==> src/lsu_pkg.sv <==
package lsu_pkg;

    // data path and address width
    localparam int XLEN = 32;

    // register index width, 8 registers
    localparam int REG_ADDR_W = 3;

    typedef enum logic [2:0] {
        OP_LI  = 3'd0, // rd = sign-extended offset
        OP_LB  = 3'd1, // signed byte load
        OP_LBU = 3'd2, // unsigned byte load
        OP_LW  = 3'd3, // word load
        OP_SB  = 3'd4, // store low byte of rs2
        OP_SW  = 3'd5  // store rs2 as word
    } lsu_op_e;

    typedef enum logic {
        SIZE_BYTE = 1'b0,
        SIZE_WORD = 1'b1
    } mem_size_e;

    typedef struct packed {
        lsu_op_e                 op;
        logic [REG_ADDR_W-1:0]   rd;
        logic [REG_ADDR_W-1:0]   rs1;    // base register
        logic [REG_ADDR_W-1:0]   rs2;    // store data register
        logic signed [15:0]      offset;
    } lsu_cmd_t;

    typedef struct packed {
        logic [REG_ADDR_W-1:0]   rd;
        logic [XLEN-1:0]         data;   // load value, stored value or LI value
        logic [XLEN-1:0]         addr;   // effective address
        logic                    fault;
    } lsu_rsp_t;

endpackage
==> src/lsu_exec.sv <==
`timescale 1ns/1ps

module lsu_exec #(
    parameter int MEM_BYTES = 1024
) (
    input  logic                          clk_i,
    input  logic                          reset_i,
    input  logic                          cmd_valid_i,
    input  lsu_pkg::lsu_cmd_t             cmd_i,
    output logic [lsu_pkg::REG_ADDR_W-1:0] rs1_idx_o,
    output logic [lsu_pkg::REG_ADDR_W-1:0] rs2_idx_o,
    input  logic [lsu_pkg::XLEN-1:0]       rs1_data_i,
    input  logic [lsu_pkg::XLEN-1:0]       rs2_data_i,
    output logic                          rf_we_o,
    output logic [lsu_pkg::REG_ADDR_W-1:0] rf_waddr_o,
    output logic [lsu_pkg::XLEN-1:0]       rf_wdata_o,
    output logic [lsu_pkg::XLEN-1:0]       mem_addr_o,
    output logic                          mem_we_o,
    output logic [lsu_pkg::XLEN-1:0]       mem_wdata_o,
    output lsu_pkg::mem_size_e            mem_size_o,
    output logic                          mem_signed_o,
    input  logic [lsu_pkg::XLEN-1:0]       mem_rdata_i,
    output logic                          rsp_valid_o,
    output lsu_pkg::lsu_rsp_t             rsp_o
);

    import lsu_pkg::*;

    // highest legal start address per access size
    localparam logic [XLEN-1:0] LAST_BYTE = XLEN'(MEM_BYTES - 1);
    localparam logic [XLEN-1:0] LAST_WORD = XLEN'(MEM_BYTES - 4);

    logic            s1_valid;
    lsu_cmd_t        s1_cmd;
    logic [XLEN-1:0] offset_ext;
    logic [XLEN-1:0] eff_addr;
    logic            is_load;
    logic            is_store;
    logic            is_li;
    logic            fault;
    lsu_rsp_t        rsp_next;

    // stage 1 command register
    always_ff @(posedge clk_i) begin
        if (reset_i) begin
            s1_valid <= 1'b0;
        end else begin
            s1_valid <= cmd_valid_i;
        end
    end

    always_ff @(posedge clk_i) begin
        if (cmd_valid_i) begin
            s1_cmd <= cmd_i;
        end
    end

    assign rs1_idx_o  = s1_cmd.rs1;
    assign rs2_idx_o  = s1_cmd.rs2;
    assign offset_ext = {{(XLEN-16){s1_cmd.offset[15]}}, s1_cmd.offset};
    assign eff_addr   = rs1_data_i + offset_ext;

    // opcode decode
    always_comb begin
        is_load      = 1'b0;
        is_store     = 1'b0;
        is_li        = 1'b0;
        mem_size_o   = SIZE_WORD;
        mem_signed_o = 1'b0;
        case (s1_cmd.op)
            OP_LI:  is_li = 1'b1;
            OP_LB: begin
                is_load      = 1'b1;
                mem_size_o   = SIZE_BYTE;
                mem_signed_o = 1'b1;
            end
            OP_LBU: begin
                is_load    = 1'b1;
                mem_size_o = SIZE_BYTE;
            end
            OP_LW:  is_load = 1'b1;
            OP_SB: begin
                is_store   = 1'b1;
                mem_size_o = SIZE_BYTE;
            end
            OP_SW:  is_store = 1'b1;
            default: ;
        endcase
    end

    // alignment and range check, LI never faults
    always_comb begin
        if (!(is_load || is_store)) begin
            fault = 1'b0;
        end else if (mem_size_o == SIZE_WORD) begin
            fault = (eff_addr[1:0] != 2'b00) || (eff_addr > LAST_WORD);
        end else begin
            fault = (eff_addr > LAST_BYTE);
        end
    end

    assign mem_addr_o  = eff_addr;
    assign mem_wdata_o = rs2_data_i;
    assign mem_we_o    = s1_valid && is_store && !fault;

    assign rf_waddr_o = s1_cmd.rd;
    assign rf_wdata_o = is_li ? offset_ext : mem_rdata_i;
    assign rf_we_o    = s1_valid && (is_li || (is_load && !fault)) && (s1_cmd.rd != '0);

    always_comb begin
        rsp_next.rd    = s1_cmd.rd;
        rsp_next.fault = fault;
        rsp_next.addr  = is_li ? '0 : eff_addr;
        if (fault) begin
            rsp_next.data = '0;
        end else if (is_li) begin
            rsp_next.data = offset_ext;
        end else if (is_store) begin
            rsp_next.data = rs2_data_i; // echo the stored value
        end else begin
            rsp_next.data = mem_rdata_i;
        end
    end

    // response register, end of stage 1
    always_ff @(posedge clk_i) begin
        if (reset_i) begin
            rsp_valid_o <= 1'b0;
        end else begin
            rsp_valid_o <= s1_valid;
        end
    end

    always_ff @(posedge clk_i) begin
        if (s1_valid) begin
            rsp_o <= rsp_next;
        end
    end

    // two responses in a row need two strobes in a row, two cycles earlier
    a_rsp_back_to_back: assert property (
        @(posedge clk_i) disable iff (reset_i)
        (rsp_valid_o && $past(rsp_valid_o)) |-> ($past(cmd_valid_i, 2) && $past(cmd_valid_i, 3))
    ) else $error("lsu_exec: response held without back-to-back commands");

    // a single command never writes both memory and register file
    a_we_exclusive: assert property (
        @(posedge clk_i) disable iff (reset_i) !(mem_we_o && rf_we_o)
    ) else $error("lsu_exec: memory and register write in the same cycle");

endmodule

==> config.mk <==
export PLATFORM = sky130hd
export DESIGN_NAME = lsu_exec
export DESIGN_NICKNAME = d
export VERILOG_FILES = /design/src/lsu_pkg.sv /design/src/lsu_exec.sv
export SDC_FILE = /design/constraint.sdc
export NUM_CORES = 1
export LEC_CHECK = 0
export BUFFER_PORTS_ARGS = -buffer_cell sky130_fd_sc_hd__buf_2
export CAP_MARGIN = 10
export CORE_MARGIN = 2
export CORE_UTILIZATION = 44
export DETAILED_ROUTE_END_ITERATION = 10
export PLACE_DENSITY = 0.88
export SKIP_LAST_GASP = 1
export SLEW_MARGIN = 20
export SYNTH_ARGS = -nofsm -noshare
export SYNTH_HDL_FRONTEND = slang
export SYNTH_SLANG_ARGS = --single-unit
==> constraint.sdc <==
create_clock -name clk_i -period 3.35 [get_ports clk_i]
set_input_delay 0.1675 -clock clk_i [delete_from_list [all_inputs] [get_ports clk_i]]
set_output_delay 0.1675 -clock clk_i [all_outputs]
set_load 0.02 [all_outputs]
==> summary.md <==
| Metric | Value |
|---|---|
| Status | `complete, but fails checks` |
| Failing checks | `negative setup slack` |
| Footprint of the multi-input gates | `slightly below 4000 um2` |
| Hold WC Path Type | `in2reg` |
| Fin util | `roughly 68%` |
| GRT Total Usage | `~30%` |
| Area grow syn2layout | `50.7%` |
| Seq cells post-synth | `98` |
| DP Wirelength | `18500 um` |
| # clock sinks | `between 90 and 100` |
| Worst Path Required | `around 3.2 ns` |
| Dominant synthesized flop cell | `edfxtp_1` |
| CP max stage cell | `edfxtp_1` |
| Final Cycle Share | `111%` |
| Number of global-route vias before repair | `about 7000` |
| GRT overflow | `0` |
| Leak | `between 4 and 5 nW` |
| Worst setup EP type | `primary output` |
| I/O pin total | `approximately 300` |
| Setup TNS Final | `-7.43 ns` |
| Slew Limit Fails | `0` |
| Most frequent cells in the layout | `buf_2, buf_4, edfxtp_1` |
| RSZ-0062 raised after global routing | `yes` |
| Reg2reg setup slack | `-0.23 ns` |
| Worst Skew | `about 0.016 ns` |
| DRT Pass-1 Iters | `5` |
| TritonCTS clock tree | `yes` |
| CORE AREA | `about 15000 um2` |
| Int Pwr | `just under 3 mW` |
| Initial Util | `about 45%` |
| Most common cell after layout, fill and taps aside | `buf_2` |
| Clock Root Buffer | `clkbuf_16` |
| TritonCTS Buffers | `9` |
| Slew headroom | `between 30% and 40%` |
| Crit-path max FO | `5` |
| Post-synthesis sequential area ratio | `a little over two fifths` |
| Design area | `around 10000 um2` |
| First-pass GRT wire length | `roughly 38000 um` |
| Drt total wl | `between 20000 and 30000 um` |
| Dpl cell area | `about 8900 um2` |
| Most frequent CP cell | `buf_6` |
| CTS Buffer Depth | `2` |
| Routed via count divided by cell count | `5.61` |
| Most used routing layer | `met2` |
| Slew @ Worst Pin | `slightly above 1 ns` |
| CP cell instances | `ha_2, inv_2, fa_2, nor2b_4, o2111ai_4, a211oi_4, buf_6, buf_6, nor4bb_4, o32a_1, buf_4, nand4_1, a2111oi_4, and3_4, a31o_4, buf_6` |
| Critical path arrival | `3.54 ns` |
| Drt first-iter violations | `between 500 and 600` |
| Initial antenna violation count | `1` |
| Fillers | `approximately 1200` |
| Switching Share | `38.1%` |
| WL/cell | `roughly 20 um` |
| Clock transition at path regs | `roughly 0.090 ns` |
| Number of routed nets with antenna violations | `0` |
| M3 GR Usage | `a little under 6%` |
| Synthesized area | `6890 um2` |
| Max-cap viol count | `0` |
| Synth Instances | `just under 700` |
| Port Buffers | `roughly 300` |
| Final setup vio count | `35` |
| Tmin final | `roughly 3.7 ns` |
| Fmax | `around 270 MHz` |
| Share of cells above drive strength 1 | `between 50% and 60%` |
| Die area | `about 17000 um2` |
| VDD IR max | `~0.00026 V` |
| Via count | `slightly above 7000` |
| Die height | `roughly 130 um` |
| Clk pwr share | `a little under a quarter` |
| Synth cell types | `just under 80` |
| Yosys synthesis warning count | `0` |
| Post-synth EDFFs | `between 90 and 100` |
| GR Util met2 | `49.1%` |
| Post-synth ARST share | `0%` |
| Avg Cell Area, Syn | `about 10 um2` |
| Worst stage delay on the critical path | `0.38 ns` |
| Largest net degree at the start of global routing | `between 50 and 60` |
| Pwr/cell area | `~460 nW/um2` |
| Tot Pwr | `4.74 mW` |
| Placer congestion estimate | `about 0.95` |
| Syn nets | `between 800 and 900` |
| Hold Fails Final Rpt | `0` |
| Psw | `approximately 1.8 mW` |
| Latest clock arrival within the worst-skew pair | `0.36 ns` |
| Register Area | `~3000 um2` |
| Die width | `129 um` |
| Rows | `45` |
| H-tree levels | `3` |
| Post-route setup slack | `-0.360 ns` |
| # DRC | `0` |
| Crit start category | `flop` |
| Layout Nets | `~1200` |
| Kind of critical path | `reg2out` |
| Met1 Use GR | `approximately 39%` |
| Worst slack, placed | `-0.294 ns` |
| Reg power frac | `between 30% and 40%` |
| Comb pwr share | `around 44%` |
power by group through the flow:
| stage | Sequential [mW] | Clock, mW | Combinational, mW |
|---|---|---|---|
| 3_3_place_gp | 1.53 | 0 | 1.78 |
| 5_1_grt | 1.51 | 1.20 | 2.23 |
| 6_report | 1.51 | 1.14 | 2.10 |
| 4_1_cts | 1.50 | 1.15 | 2.00 |
| 3_5_place_dp | 1.53 | 0 | 1.80 |
| 2_1_floorplan | 1.59 | 0 | 1.03 |
timing repair:
action | 4_1_cts | 5_1_grt
resized for setup | 87 | 39
pin swaps | 35 | 23
endpoints found under the hold margin | 28 | 1
hold buffers | 27 | 1
setup buffers | 17 | 8
endpoints found under the setup margin | 38 | 38
gates cloned | 2 | 1
worst max-delay path, delay by kind of cell (launching register included):
kind	cells	cell delay (ns)
buffers and inverters	5	0.59
adders and majority gates	2	0.56
DFF	1	0.38
AOI/OAI and AO/OA	5	1.11
and+or+nand+nor	4	0.54
final cells by class:
class / count / area share [%]
Antenna cell: 1 / 0.0241
Clock buffer: 9 / 2.17
Clock inverter: 7 / 0.892
Inverter: 18 / 0.651
Multi-Input combinational cell: 495 / 37.9
Sequential cell: 98 / 28.2
Tap cell: 211 / 2.54
Timing Repair Buffer: 457 / 27.7
sequential cells by signal (all words and copies together) (netlist names):
signal and flops:
offset_ext 16, rf_waddr_o 3, rs1_idx_o 3, rs2_idx_o 3, rsp_o 68, rsp_valid_o 1, s1_cmd 3, s1_valid 1
per-layer routing:
metal | routed length, um | up-vias
met5 | 0 | -
met4 | 881 | 0
met3 | 1880 | 68
met2 | 12500 | 387
met1 | 10700 | 3469
li1 | - | 3343
path summary, 6_finish.rpt:
path,startpoint,endpoint,depth (start not counted)
max,offset_ext[0]$_DFFE_PP_,rf_we_o,16
min reg2reg,rf_waddr_o[0]$_DFFE_PP_,rsp_o[65]$_DFFE_PP_,0
min,cmd_i[1],offset_ext[1]$_DFFE_PP_,1
max reg2reg,offset_ext[0]$_DFFE_PP_,rsp_o[34]$_SDFFCE_PP0P_,14
synth_stat cells, types with 6 or more instances:
library cell,number,share of area [%]
clkbuf_8,7,1.4
nand4_1,7,0.64
nor3_1,12,0.87
a21oi_1,73,5.3
nor4_1,9,0.82
nor2_1,39,2.1
a22o_2,8,1.2
edfxtp_1,96,42
o21ai_0,22,1.6
nand3_1,6,0.44
xnor2_1,13,1.7
buf_6,6,0.98
a221oi_1,18,2.3
ha_1,31,5.6
inv_1,17,0.93
and3_1,7,0.64
nand2_1,74,4.0
a22o_1,7,0.89
and2_1,23,2.1
xor2_1,8,1.0
nor2b_1,7,0.64
a21o_1,31,3.4
a21oi_2,14,1.8
clkbuf_1,22,1.2
buf_4,41,4.5
metrics by stage:
| step | hold slack (ns) | std cells |
|---|---|---|
| final | 0.00959 | 1296 |
| after global routing | 0.00644 | 1295 |
| after CTS | 0.00238 | 1287 |
| after detailed placement | 0.345 | 1225 |
| after global placement | 0.333 | 1225 |
| after floorplan | 0.239 | 693 |
cells by family after synthesis:
group                    share of synthesized area [%]
AO/OA/AOI/OAI                                     23.7
XOR/XNOR                                          2.90
adder cells (fa/ha/maj)                           5.92
buffers and inverters                             9.59
flip-flops                                        42.4
multiplexers                                     0.436
AND/OR/NAND/NOR                                   15.0
(Power assumes the default switching activity.)
