==> src/lsu_pkg.sv <==
package lsu_pkg;

    // data path and address width
    localparam int XLEN = 32;

    // register index width, 8 registers
    localparam int REG_ADDR_W = 3;

    typedef enum logic [2:0] {
        OP_LI  = 3'd0, // rd = sign-extended offset
        OP_LB  = 3'd1, // signed byte load
        OP_LBU = 3'd2, // unsigned byte load
        OP_LW  = 3'd3, // word load
        OP_SB  = 3'd4, // store low byte of rs2
        OP_SW  = 3'd5  // store rs2 as word
    } lsu_op_e;

    typedef enum logic {
        SIZE_BYTE = 1'b0,
        SIZE_WORD = 1'b1
    } mem_size_e;

    typedef struct packed {
        lsu_op_e                 op;
        logic [REG_ADDR_W-1:0]   rd;
        logic [REG_ADDR_W-1:0]   rs1;    // base register
        logic [REG_ADDR_W-1:0]   rs2;    // store data register
        logic signed [15:0]      offset;
    } lsu_cmd_t;

    typedef struct packed {
        logic [REG_ADDR_W-1:0]   rd;
        logic [XLEN-1:0]         data;   // load value, stored value or LI value
        logic [XLEN-1:0]         addr;   // effective address
        logic                    fault;
    } lsu_rsp_t;

endpackage
==> src/reg_file.sv <==
`timescale 1ns/1ps

module reg_file #(
    parameter int REG_COUNT = 8
) (
    input  logic                          clk_i,
    input  logic                          reset_i,
    input  logic [lsu_pkg::REG_ADDR_W-1:0] raddr_a_i,
    input  logic [lsu_pkg::REG_ADDR_W-1:0] raddr_b_i,
    output logic [lsu_pkg::XLEN-1:0]       rdata_a_o,
    output logic [lsu_pkg::XLEN-1:0]       rdata_b_o,
    input  logic                          we_i,
    input  logic [lsu_pkg::REG_ADDR_W-1:0] waddr_i,
    input  logic [lsu_pkg::XLEN-1:0]       wdata_i
);

    import lsu_pkg::*;

    logic [XLEN-1:0] regs [REG_COUNT];

    always_ff @(posedge clk_i) begin
        if (reset_i) begin
            for (int i = 0; i < REG_COUNT; i++) begin
                regs[i] <= '0;
            end
        end else if (we_i && (waddr_i != '0)) begin // x0 is hardwired
            regs[waddr_i] <= wdata_i;
        end
    end

    // combinational read ports, x0 reads zero
    always_comb begin
        rdata_a_o = (raddr_a_i == '0) ? '0 : regs[raddr_a_i];
        rdata_b_o = (raddr_b_i == '0) ? '0 : regs[raddr_b_i];
    end

endmodule

==> config.mk <==
export PLATFORM = sky130hd
export DESIGN_NAME = reg_file
export DESIGN_NICKNAME = d
export VERILOG_FILES = /design/src/lsu_pkg.sv /design/src/reg_file.sv
export SDC_FILE = /design/constraint.sdc
export NUM_CORES = 1
export LEC_CHECK = 0
export BUFFER_PORTS_ARGS = -buffer_cell sky130_fd_sc_hd__buf_2
export CORE_ASPECT_RATIO = 0.7
export CORE_MARGIN = 3
export CORE_UTILIZATION = 53
export CTS_CLUSTER_DIAMETER = 120
export DETAILED_ROUTE_END_ITERATION = 8
export PLACE_DENSITY = 0.72
export SLEW_MARGIN = 40
export SYNTH_ARGS = -nofsm -noshare
export SYNTH_HDL_FRONTEND = slang
export SYNTH_SLANG_ARGS = --single-unit
export TNS_END_PERCENT = 1
==> constraint.sdc <==
create_clock -name clk_i -period 2.55 [get_ports clk_i]
set_clock_uncertainty 0.2 [all_clocks]
set_input_delay 0.255 -clock clk_i [delete_from_list [all_inputs] [get_ports clk_i]]
set_output_delay 0.255 -clock clk_i [all_outputs]
set_load 0.02 [all_outputs]
==> metrics.md, run 1 <==
| Metric | Value |
|---|---|
| Setup Fix Bufs, Post-CTS | 0 |
| Max clock buf depth | 3 |
| Max reg flops | 224 |
| Vias in the first global route | 8258 |
| Hold crit path type | primary input to flip-flop |
| DRT Pass-1 Iters | 5 |
| Mean Syn Cell Area | 13.7 um^2 |
| Most frequent cell after synthesis | edfxtp_1 |
| CTS Root Cell | clkbuf_16 |
| Largest net degree at the start of global routing | 41 |
| Worst Hold End | regs[7][2] |
| Leakage | 5.33 nW |
| Rows | 45 |
| Ranking of synthesized cells by area | edfxtp_1 (56%), and2_1 (12%), mux2i_1 (10%) |
| CTS tree | built |
| Max Freq | 0.410 GHz |
| RSZ-0062 raised after global routing | false |
| Initial antenna violation count | 0 |
| Slowest CP cell | edfxtp_1 |
| Power Dens Cells | 630 mW/mm^2 |
| Yosys top cell area share | 55.7% |
| Max_cap viols | 0 |
| Final Slew Violations | 0 |
| Setup TNS | 0 ns |
| Nets | 1059 |
| Fin crit period | 2.44 ns |
| Footprint of the multi-input gates | 0.00482 mm^2 |
| First-pass GRT wire length | 48900 um |
| Synth Flop Type | edfxtp_1 |
| H-tree levels | 1 |
| Initial core utilization | 54.8% |
| Final ANT Viol Nets | 0 |
| DRT iter0 DRCs | 760 |
| Peak supply drop | 0.542 mV |
| Via count | 8185 |
| Post-synth net total | 925 |
| IO Port Bufs | 107 |
| Hold Fails Final Rpt | 0 |
| CP Capture Type | output port |
| CTS Buf Count | 23 |
| Slew margin rel. | 47.4% |
| Number of filler cells placed in the layout | 1681 |
| CP arrival | 1.98 ns |
| Seq. cell area | 0.00673 mm^2 |
| GPL Wtd Cong | 0.807 |
| Reg with most FFs | regs |
| Clk sink count | 224 |
| Area Growth Syn to Fin | 15.9% |
| Endpoints failing setup | 0 |
| FF+latch count, synth | 224 |
| Crit path launch | regs[2][27] |
| Synth Instances | 881 |
| Cells along the critical path | mux2_2, a221oi_2, a221oi_1, buf_4, buf_2 |
| Worst Hold Depth | 2 |
| Seq/Total Area, Yosys | 55.7% |
| Hpwl dp | 19900 um |
| Total Routing Usage GR | 25.7% |
| IO Count | 108 |
| Hold path startpoint | reset_i |
| CP max FO | 2 |
| Die ar. | 0.0246 mm^2 |
| Final WL | 32000 um |
| Post-synth EDFFs | 224 |
| Core outline area | 0.0220 mm^2 |
| ANT cells | 0 |
| Share of post-route cells with drive strength above 1 | 27.2% |
| Final period utilization | 95.6% |
| WP data required | 2.10 ns |
| Post-synth top area cell | edfxtp_1 |
| Clk slew on worst S/H paths | 0.06 ns |
| Worst Tran Pin Value | 0.786 ns |
| Post-synth ARST share | 0% |
| Die Wd | 186 um |
| Synth Cell Area | 0.0121 mm^2 |
| Number of vias per cell | 6.14 |
| Die H | 132 um |
| Yosys warning count | 0 |
| Status | completed |
| Core Util, Final | 63.6% |
| Distinct cells, synth | 30 |
| Synth cell count leaders | edfxtp_1 (224), and2_1 (222), mux2i_1 (124) |
| Crit start category | flip-flop |
| Post-route DRC | 0 |
| GR Overflow Total | 0 |
| Crit Path Class | flip-flop to output port |
| Final Total Pwr | 8.82 mW |
| CP max stage delay | 0.42 ns |
| Top Registers | regs (224) |
| Routed wire length per instance | 24.0 um |
## worst max-delay path: cells and delay by family (launching register included)
family          cells  cell delay, ns
buf+inv             2            0.32
flops               1            0.42
compound gates      2            0.44
mux                 1            0.30
## area by class of cell
type / count / share of cell area, %
timing repair buffer: 189 / 9.93
multi-input combinational: 576 / 34.5
tap: 305 / 2.73
inverter: 1 / 0.0268
clock buffer: 30 / 4.30
sequential: 224 / 48.1
clock inverter: 9 / 0.483
## timing repair
item                                    4_1_cts  5_1_grt
hold buffers                                 32        0
endpoints found under the setup margin        0        1
resized for setup                             0        1
endpoints found under the hold margin       224        0
## report_power, final
group / total (mW) / switching (mW) / internal [mW]
Sequential: 4.41 / 0.121 / 4.29
Combinational: 1.31 / 0.779 / 0.528
Clock: 3.10 / 1.35 / 1.75
## kinds of logic after synthesis
logic type | after synthesis | synth area share, %
simple gates | 255 | 13.6
compound gates | 133 | 9.87
flops | 224 | 55.7
mux | 188 | 16.3
buf+inv | 81 | 4.54
## worst max path at each step
| stage | end | slack [ns] | cells past startpoint |
|---|---|---|---|
| after floorplan | rdata_b_o[13] | 0.59 | 6 |
| after global placement | rdata_a_o[27] | 0.14 | 7 |
| after detailed placement | rdata_a_o[27] | 0.21 | 7 |
| after CTS | rdata_a_o[27] | 0.03 | 5 |
| after global routing | rdata_a_o[13] | 0.07 | 4 |
| final | rdata_a_o[27] | 0.11 | 5 |
## through the flow
| step | instances | worst slack (ns) | hold WS (ns) | area, um^2 |
|---|---|---|---|---|
| final | 1334 | 0.113 | 0.156 | 14000 |
| after global routing | 1334 | 0.0714 | 0.199 | 14000 |
| after CTS | 1334 | 0.0255 | 0.166 | 14000 |
| after detailed placement | 1263 | 0.206 | 0.410 | 13000 |
| after global placement | 1261 | 0.144 | 0.402 | 13000 |
| after floorplan | 881 | 0.592 | 0.253 | 12100 |
## layer usage
layer | track usage, % | part of all wire, % | wire length (um) | up-vias
met1 | 36.8 | 44 | 14100 | 4069
met3 | 4.09 | 7.9 | 2530 | 55
met2 | 41.3 | 46 | 14600 | 381
met4 | 6.88 | 2.5 | 794 | 0
li1 | - | - | - | 3680
met5 | 0 | 0 | 0 | -
## cells in the final DEF, fill, tap and decap left out, types with 5 or more instances in the layout
| master | count |
|---|---|
| a221oi_1 | 115 |
| a221oi_2 | 7 |
| and2_1 | 221 |
| and2_2 | 5 |
| buf_12 | 10 |
| buf_2 | 105 |
| buf_4 | 40 |
| clkbuf_1 | 7 |
| clkbuf_16 | 23 |
| clkinv_1 | 5 |
| dlygate4sd3_1 | 32 |
| edfxtp_1 | 224 |
| mux2_2 | 64 |
| mux2i_1 | 124 |
| or2_2 | 7 |
Power figures use the tool's default switching activity.
==> inputs of run 2 (changes only) <==
--- a/config.mk
+++ b/config.mk
@@ -11,7 +11,8 @@
 export CORE_UTILIZATION = 53
 export CTS_CLUSTER_DIAMETER = 120
 export DETAILED_ROUTE_END_ITERATION = 8
-export PLACE_DENSITY = 0.72
+export MAX_ROUTING_LAYER = met4
+export PLACE_DENSITY = 0.8
 export SLEW_MARGIN = 40
 export SYNTH_ARGS = -nofsm -noshare
 export SYNTH_HDL_FRONTEND = slang
==> constraint.sdc (replaced) <==
create_clock -name clk_i -period 2.4 [get_ports clk_i]
set_clock_uncertainty 0.2 [all_clocks]
set_input_delay 0.24 -clock clk_i [delete_from_list [all_inputs] [get_ports clk_i]]
set_output_delay 0.24 -clock clk_i [all_outputs]
set_load 0.02 [all_outputs]
==> metrics.md, run 2 (synthesized netlist as in run 1, its figures left out) <==
| Metric | Value |
|---|---|
| Status | completed |
| Peak supply drop | 0.551 mV |
| Reg with most FFs | regs |
| Largest net degree at the start of global routing | 44 |
| Slew margin rel. | 65.6% |
| CP Capture Type | output port |
| Vias in the first global route | 8690 |
| Fin area | 0.0141 mm^2 |
| CTS Root Cell | clkbuf_16 |
| Total Routing Usage GR | 27.8% |
| Fin crit period | 2.32 ns |
| Number of vias per cell | 6.28 |
| Max_cap viols | 0 |
| Leakage | 5.37 nW |
| IO Count | 108 |
| Max reg flops | 224 |
| Final ANT Viol Nets | 0 |
| Max Freq | 0.431 GHz |
| Placed cell areas | 0.0131 mm^2 |
| CTS tree | built |
| WP data required | 1.96 ns |
| DRT iter0 DRCs | 958 |
| Crit Path Class | flip-flop to output port |
| Setup Fix Bufs, Post-CTS | 0 |
| Worst Tran Pin Value | 0.516 ns |
| Via count | 8409 |
| Top Registers | regs (224) |
| First-pass GRT wire length | 51300 um |
| Die H | 132 um |
| RSZ-0062 raised after global routing | false |
| Die Wd | 186 um |
| Initial core utilization | 54.8% |
| IO Port Bufs | 107 |
| H-tree levels | 1 |
| Most frequent cells in the layout | edfxtp_1 (224), and2_1 (222), mux2i_1 (124) |
| Rows | 45 |
| Hold Fails Final Rpt | 0 |
| Nets | 1060 |
| Cells after DPL | 1264 |
| Clk sink count | 224 |
| Crit start category | flip-flop |
| Hpwl dp | 20200 um |
| Final Slew Violations | 0 |
| DRT Pass-1 Iters | 5 |
| Die ar. | 0.0246 mm^2 |
| Setup TNS | 0 ns |
| Commonest non-fill, non-tap cell in the layout | edfxtp_1 |
| Max clock buf depth | 3 |
| CP max FO | 2 |
| Core Util, Final | 64.0% |
| Power Dens Cells | 674 mW/mm^2 |
| Area Growth Syn to Fin | 16.7% |
| Hold crit path type | primary input to flip-flop |
| Worst hold slack | 0.194 ns |
| GPL Wtd Cong | 0.819 |
| GR Overflow Total | 0 |
| Fin cells | 1340 |
| CTS Buf Count | 23 |
| Post-route DRC | 0 |
| Worst Hold Depth | 3 |
| Core outline area | 0.0220 mm^2 |
| Clk slew on worst S/H paths | 0.06 ns |
| CP arrival | 1.88 ns |
| Endpoints failing setup | 0 |
| Initial antenna violation count | 2 |
| Final period utilization | 96.6% |
| Share of post-route cells with drive strength above 1 | 28.1% |
| Final WL | 33700 um |
| Routed wire length per instance | 25.2 um |
## run 2: layer usage
layer | track usage [%] | share of wire (%) | wire, um | vias to the layer above
met4 | 6.34 | 2.0 | 690 | 0
met1 | 37.7 | 42 | 14100 | 4187
met3 | 4.97 | 9.1 | 3080 | 56
met5 | - | 0 | 0 | -
li1 | - | - | - | 3687
met2 | 44.2 | 47 | 15900 | 479
## run 2: per-stage QoR
step                      setup slack (ns)  total power, mW
after floorplan                      0.472             5.58
after global placement               0.299             6.08
after detailed placement             0.223             6.12
after CTS                           0.0922             9.51
after global routing                0.0162             9.79
final                               0.0823             9.50
## run 2: final cells by class
class,instances,area [um^2]
clock inverter,18,125
fill,1648,7930
antenna,2,5.00
multi-input combinational,576,4810
timing repair buffer,190,1460
sequential,224,6730
clock buffer,24,579
tap,305,382
inverter,1,3.75
## run 2: critical path, stage by stage, from the launching register on
cell and delay (ns):
edfxtp_1 0.42, mux2_2 0.28, a221oi_1 0.37, a221oi_1 0.11, buf_2 0.19
## run 2: final timing paths
check | from | to | slack (ns)
worst min-delay path | reset_i | regs[4][6] | 0.19
worst max-delay path | regs[2][2] | rdata_a_o[2] | 0.08
## run 2: where the power goes
part | switching, mW | internal [mW] | leakage [nW]
logic | 0.841 | 0.570 | 2.88
clock network | 1.52 | 1.87 | 0.344
registers | 0.139 | 4.56 | 2.15
## run 2: repair_timing
item                                   in CTS  in global routing
hold buffers                               32                  0
endpoints found under the hold margin     224                  0
gates resized for setup                     0                  0
==> inputs of run 3 (changes only) <==
==> constraint.sdc (replaced) <==
create_clock -name clk_i -period 2.25 [get_ports clk_i]
set_clock_uncertainty 0.2 [all_clocks]
set_input_delay 0.225 -clock clk_i [delete_from_list [all_inputs] [get_ports clk_i]]
set_output_delay 0.225 -clock clk_i [all_outputs]
set_load 0.02 [all_outputs]
==> metrics.md, run 3 (synthesized netlist as in run 1, its figures left out) <==
| Metric | Value |
|---|---|
| Max clock buf depth | 3 |
| Die H | 132 um |
| Slew margin rel. | 45.4% |
| Die ar. | 0.0246 mm^2 |
| GR Overflow Total | 0 |
| Die Wd | 186 um |
| Total Routing Usage GR | 27.0% |
| Post-route DRC | 0 |
| Endpoints failing setup | 9 |
| Most frequent cells in the layout | edfxtp_1 (224), and2_1 (222), mux2i_1 (124) |
| DRT iter0 DRCs | 959 |
| Via count | 8530 |
| Final Slew Violations | 0 |
| Max reg flops | 224 |
| Number of vias per cell | 6.29 |
| IO Count | 108 |
| Power Dens Cells | 716 mW/mm^2 |
| Clk sink count | 224 |
| H-tree levels | 1 |
| Final ANT Viol Nets | 0 |
| Core outline area | 0.0220 mm^2 |
| CTS tree | built |
| Crit Path Class | flip-flop to output port |
| RSZ-0062 raised after global routing | true |
| Sw power | 2.68 mW |
| Hold crit path type | primary input to flip-flop |
| Reg with most FFs | regs |
| Top Registers | regs (224) |
| Initial antenna violation count | 1 |
| Seq pwr share | 48.1% |
| Final Total Pwr | 10.4 mW |
| Peak supply drop | 0.560 mV |
| First-pass GRT wire length | 50300 um |
| GPL Wtd Cong | 0.804 |
| Rows | 45 |
| Hold Fails Final Rpt | 0 |
| Largest net degree at the start of global routing | 39 |
| Gate power share | 15.5% |
| Area Growth Syn to Fin | 20.6% |
| Routed wire length per instance | 24.7 um |
| Worst Tran Pin Value | 0.817 ns |
| CP arrival | 1.89 ns |
| CP max FO | 2 |
| Crit start category | flip-flop |
| Final WL | 33600 um |
| Share of post-route cells with drive strength above 1 | 32.7% |
| IO Port Bufs | 107 |
| Failing checks | negative setup slack |
| P_int | 7.74 mW |
| CP Capture Type | output port |
| Commonest non-fill, non-tap cell in the layout | edfxtp_1 |
| Placed cell areas | 0.0132 mm^2 |
| Final worst slack | -0.0628 ns |
| Sw Ratio | 25.7% |
| Hpwl dp | 20000 um |
| Vias in the first global route | 8609 |
| Fin crit period | 2.31 ns |
| Initial core utilization | 54.8% |
| Leakage | 5.59 nW |
| Max Freq | 0.432 GHz |
| WP data required | 1.82 ns |
| Clk slew on worst S/H paths | 0.06 ns |
| Fin area | 0.0145 mm^2 |
| Clock power share | 36.4% |
| Core Util, Final | 66.1% |
| Nets | 1078 |
| Placement Setup Slack | -0.0134 ns |
| Final period utilization | 103% |
| Max_cap viols | 0 |
| DRT Pass-1 Iters | 5 |
| Status | finished, violations left |
| CTS Root Cell | clkbuf_16 |
| CTS Buf Count | 23 |
[run 3: changes by cell type in the layout (fill, tap and decap cells not counted), moves of 3 or more]
cell,previous run,this run
clkinv_1,3,6
clkinvlp_4,4,1
a221oi_1,116,78
clkinv_2,9,6
a221oi_2,6,42
buf_4,36,53
[run 3: path summary, 6_finish.rpt]
path	startpoint	to	slack (ns)	cells past startpoint
worst max-delay path	regs[2][13]	rdata_a_o[13]	-0.06	5
worst min-delay path	reset_i	regs[6][2]	0.15	3
[run 3: cell type report]
class / instances / area (um^2)
Antenna cell: 1 / 2.50
Clock buffer: 24 / 579
Clock inverter: 18 / 168
Fill cell: 1556 / 7470
Inverter: 1 / 3.75
Multi-Input combinational cell: 576 / 5090
Sequential cell: 224 / 6730
Tap cell: 305 / 382
Timing Repair Buffer: 208 / 1600
[run 3: repair_timing]
item,in CTS,in global routing
buffers inserted,0,1
hold buffers,32,0
gates resized for setup,11,33
endpoints found under the hold margin,224,0
pin swaps,0,0
setup endpoints to repair,19,41
[run 3: power groups by stage]
| stage | Combinational (mW) | Sequential [mW] | Clock (mW) |
|---|---|---|---|
| global placement | 1.44 | 5.06 | 0 |
| floorplan | 0.924 | 5.03 | 0 |
| detailed placement | 1.47 | 5.08 | 0 |
| global route | 1.70 | 5.03 | 4.02 |
| finish | 1.61 | 5.01 | 3.80 |
| CTS | 1.54 | 5.00 | 3.83 |
[run 3: layer usage]
| layer | part of all wire [%] | GRT usage, % | vias up |
|---|---|---|---|
| li1 | - | - | 3727 |
| met5 | 0 | - | - |
| met3 | 10 | 4.65 | 53 |
| met2 | 47 | 41.6 | 503 |
| met1 | 41 | 37.5 | 4247 |
| met4 | 1.8 | 7.34 | 0 |
[run 3: metrics by stage]
step	hold WS (ns)	TNS, ns	cells
2_1_floorplan	0.223	0	881
3_3_place_gp	0.370	-0.441	1281
3_5_place_dp	0.376	-0.0134	1281
4_1_cts	0.148	-0.302	1355
5_1_grt	0.195	-1.21	1357
6_report	0.153	-0.171	1357
[run 3: critical path, cell delays in order, from the launching register on]
cell and delay [ns]:
edfxtp_1 0.42, mux2_2 0.29, a221oi_2 0.26, a221oi_2 0.06, buf_4 0.19, buf_2 0.15
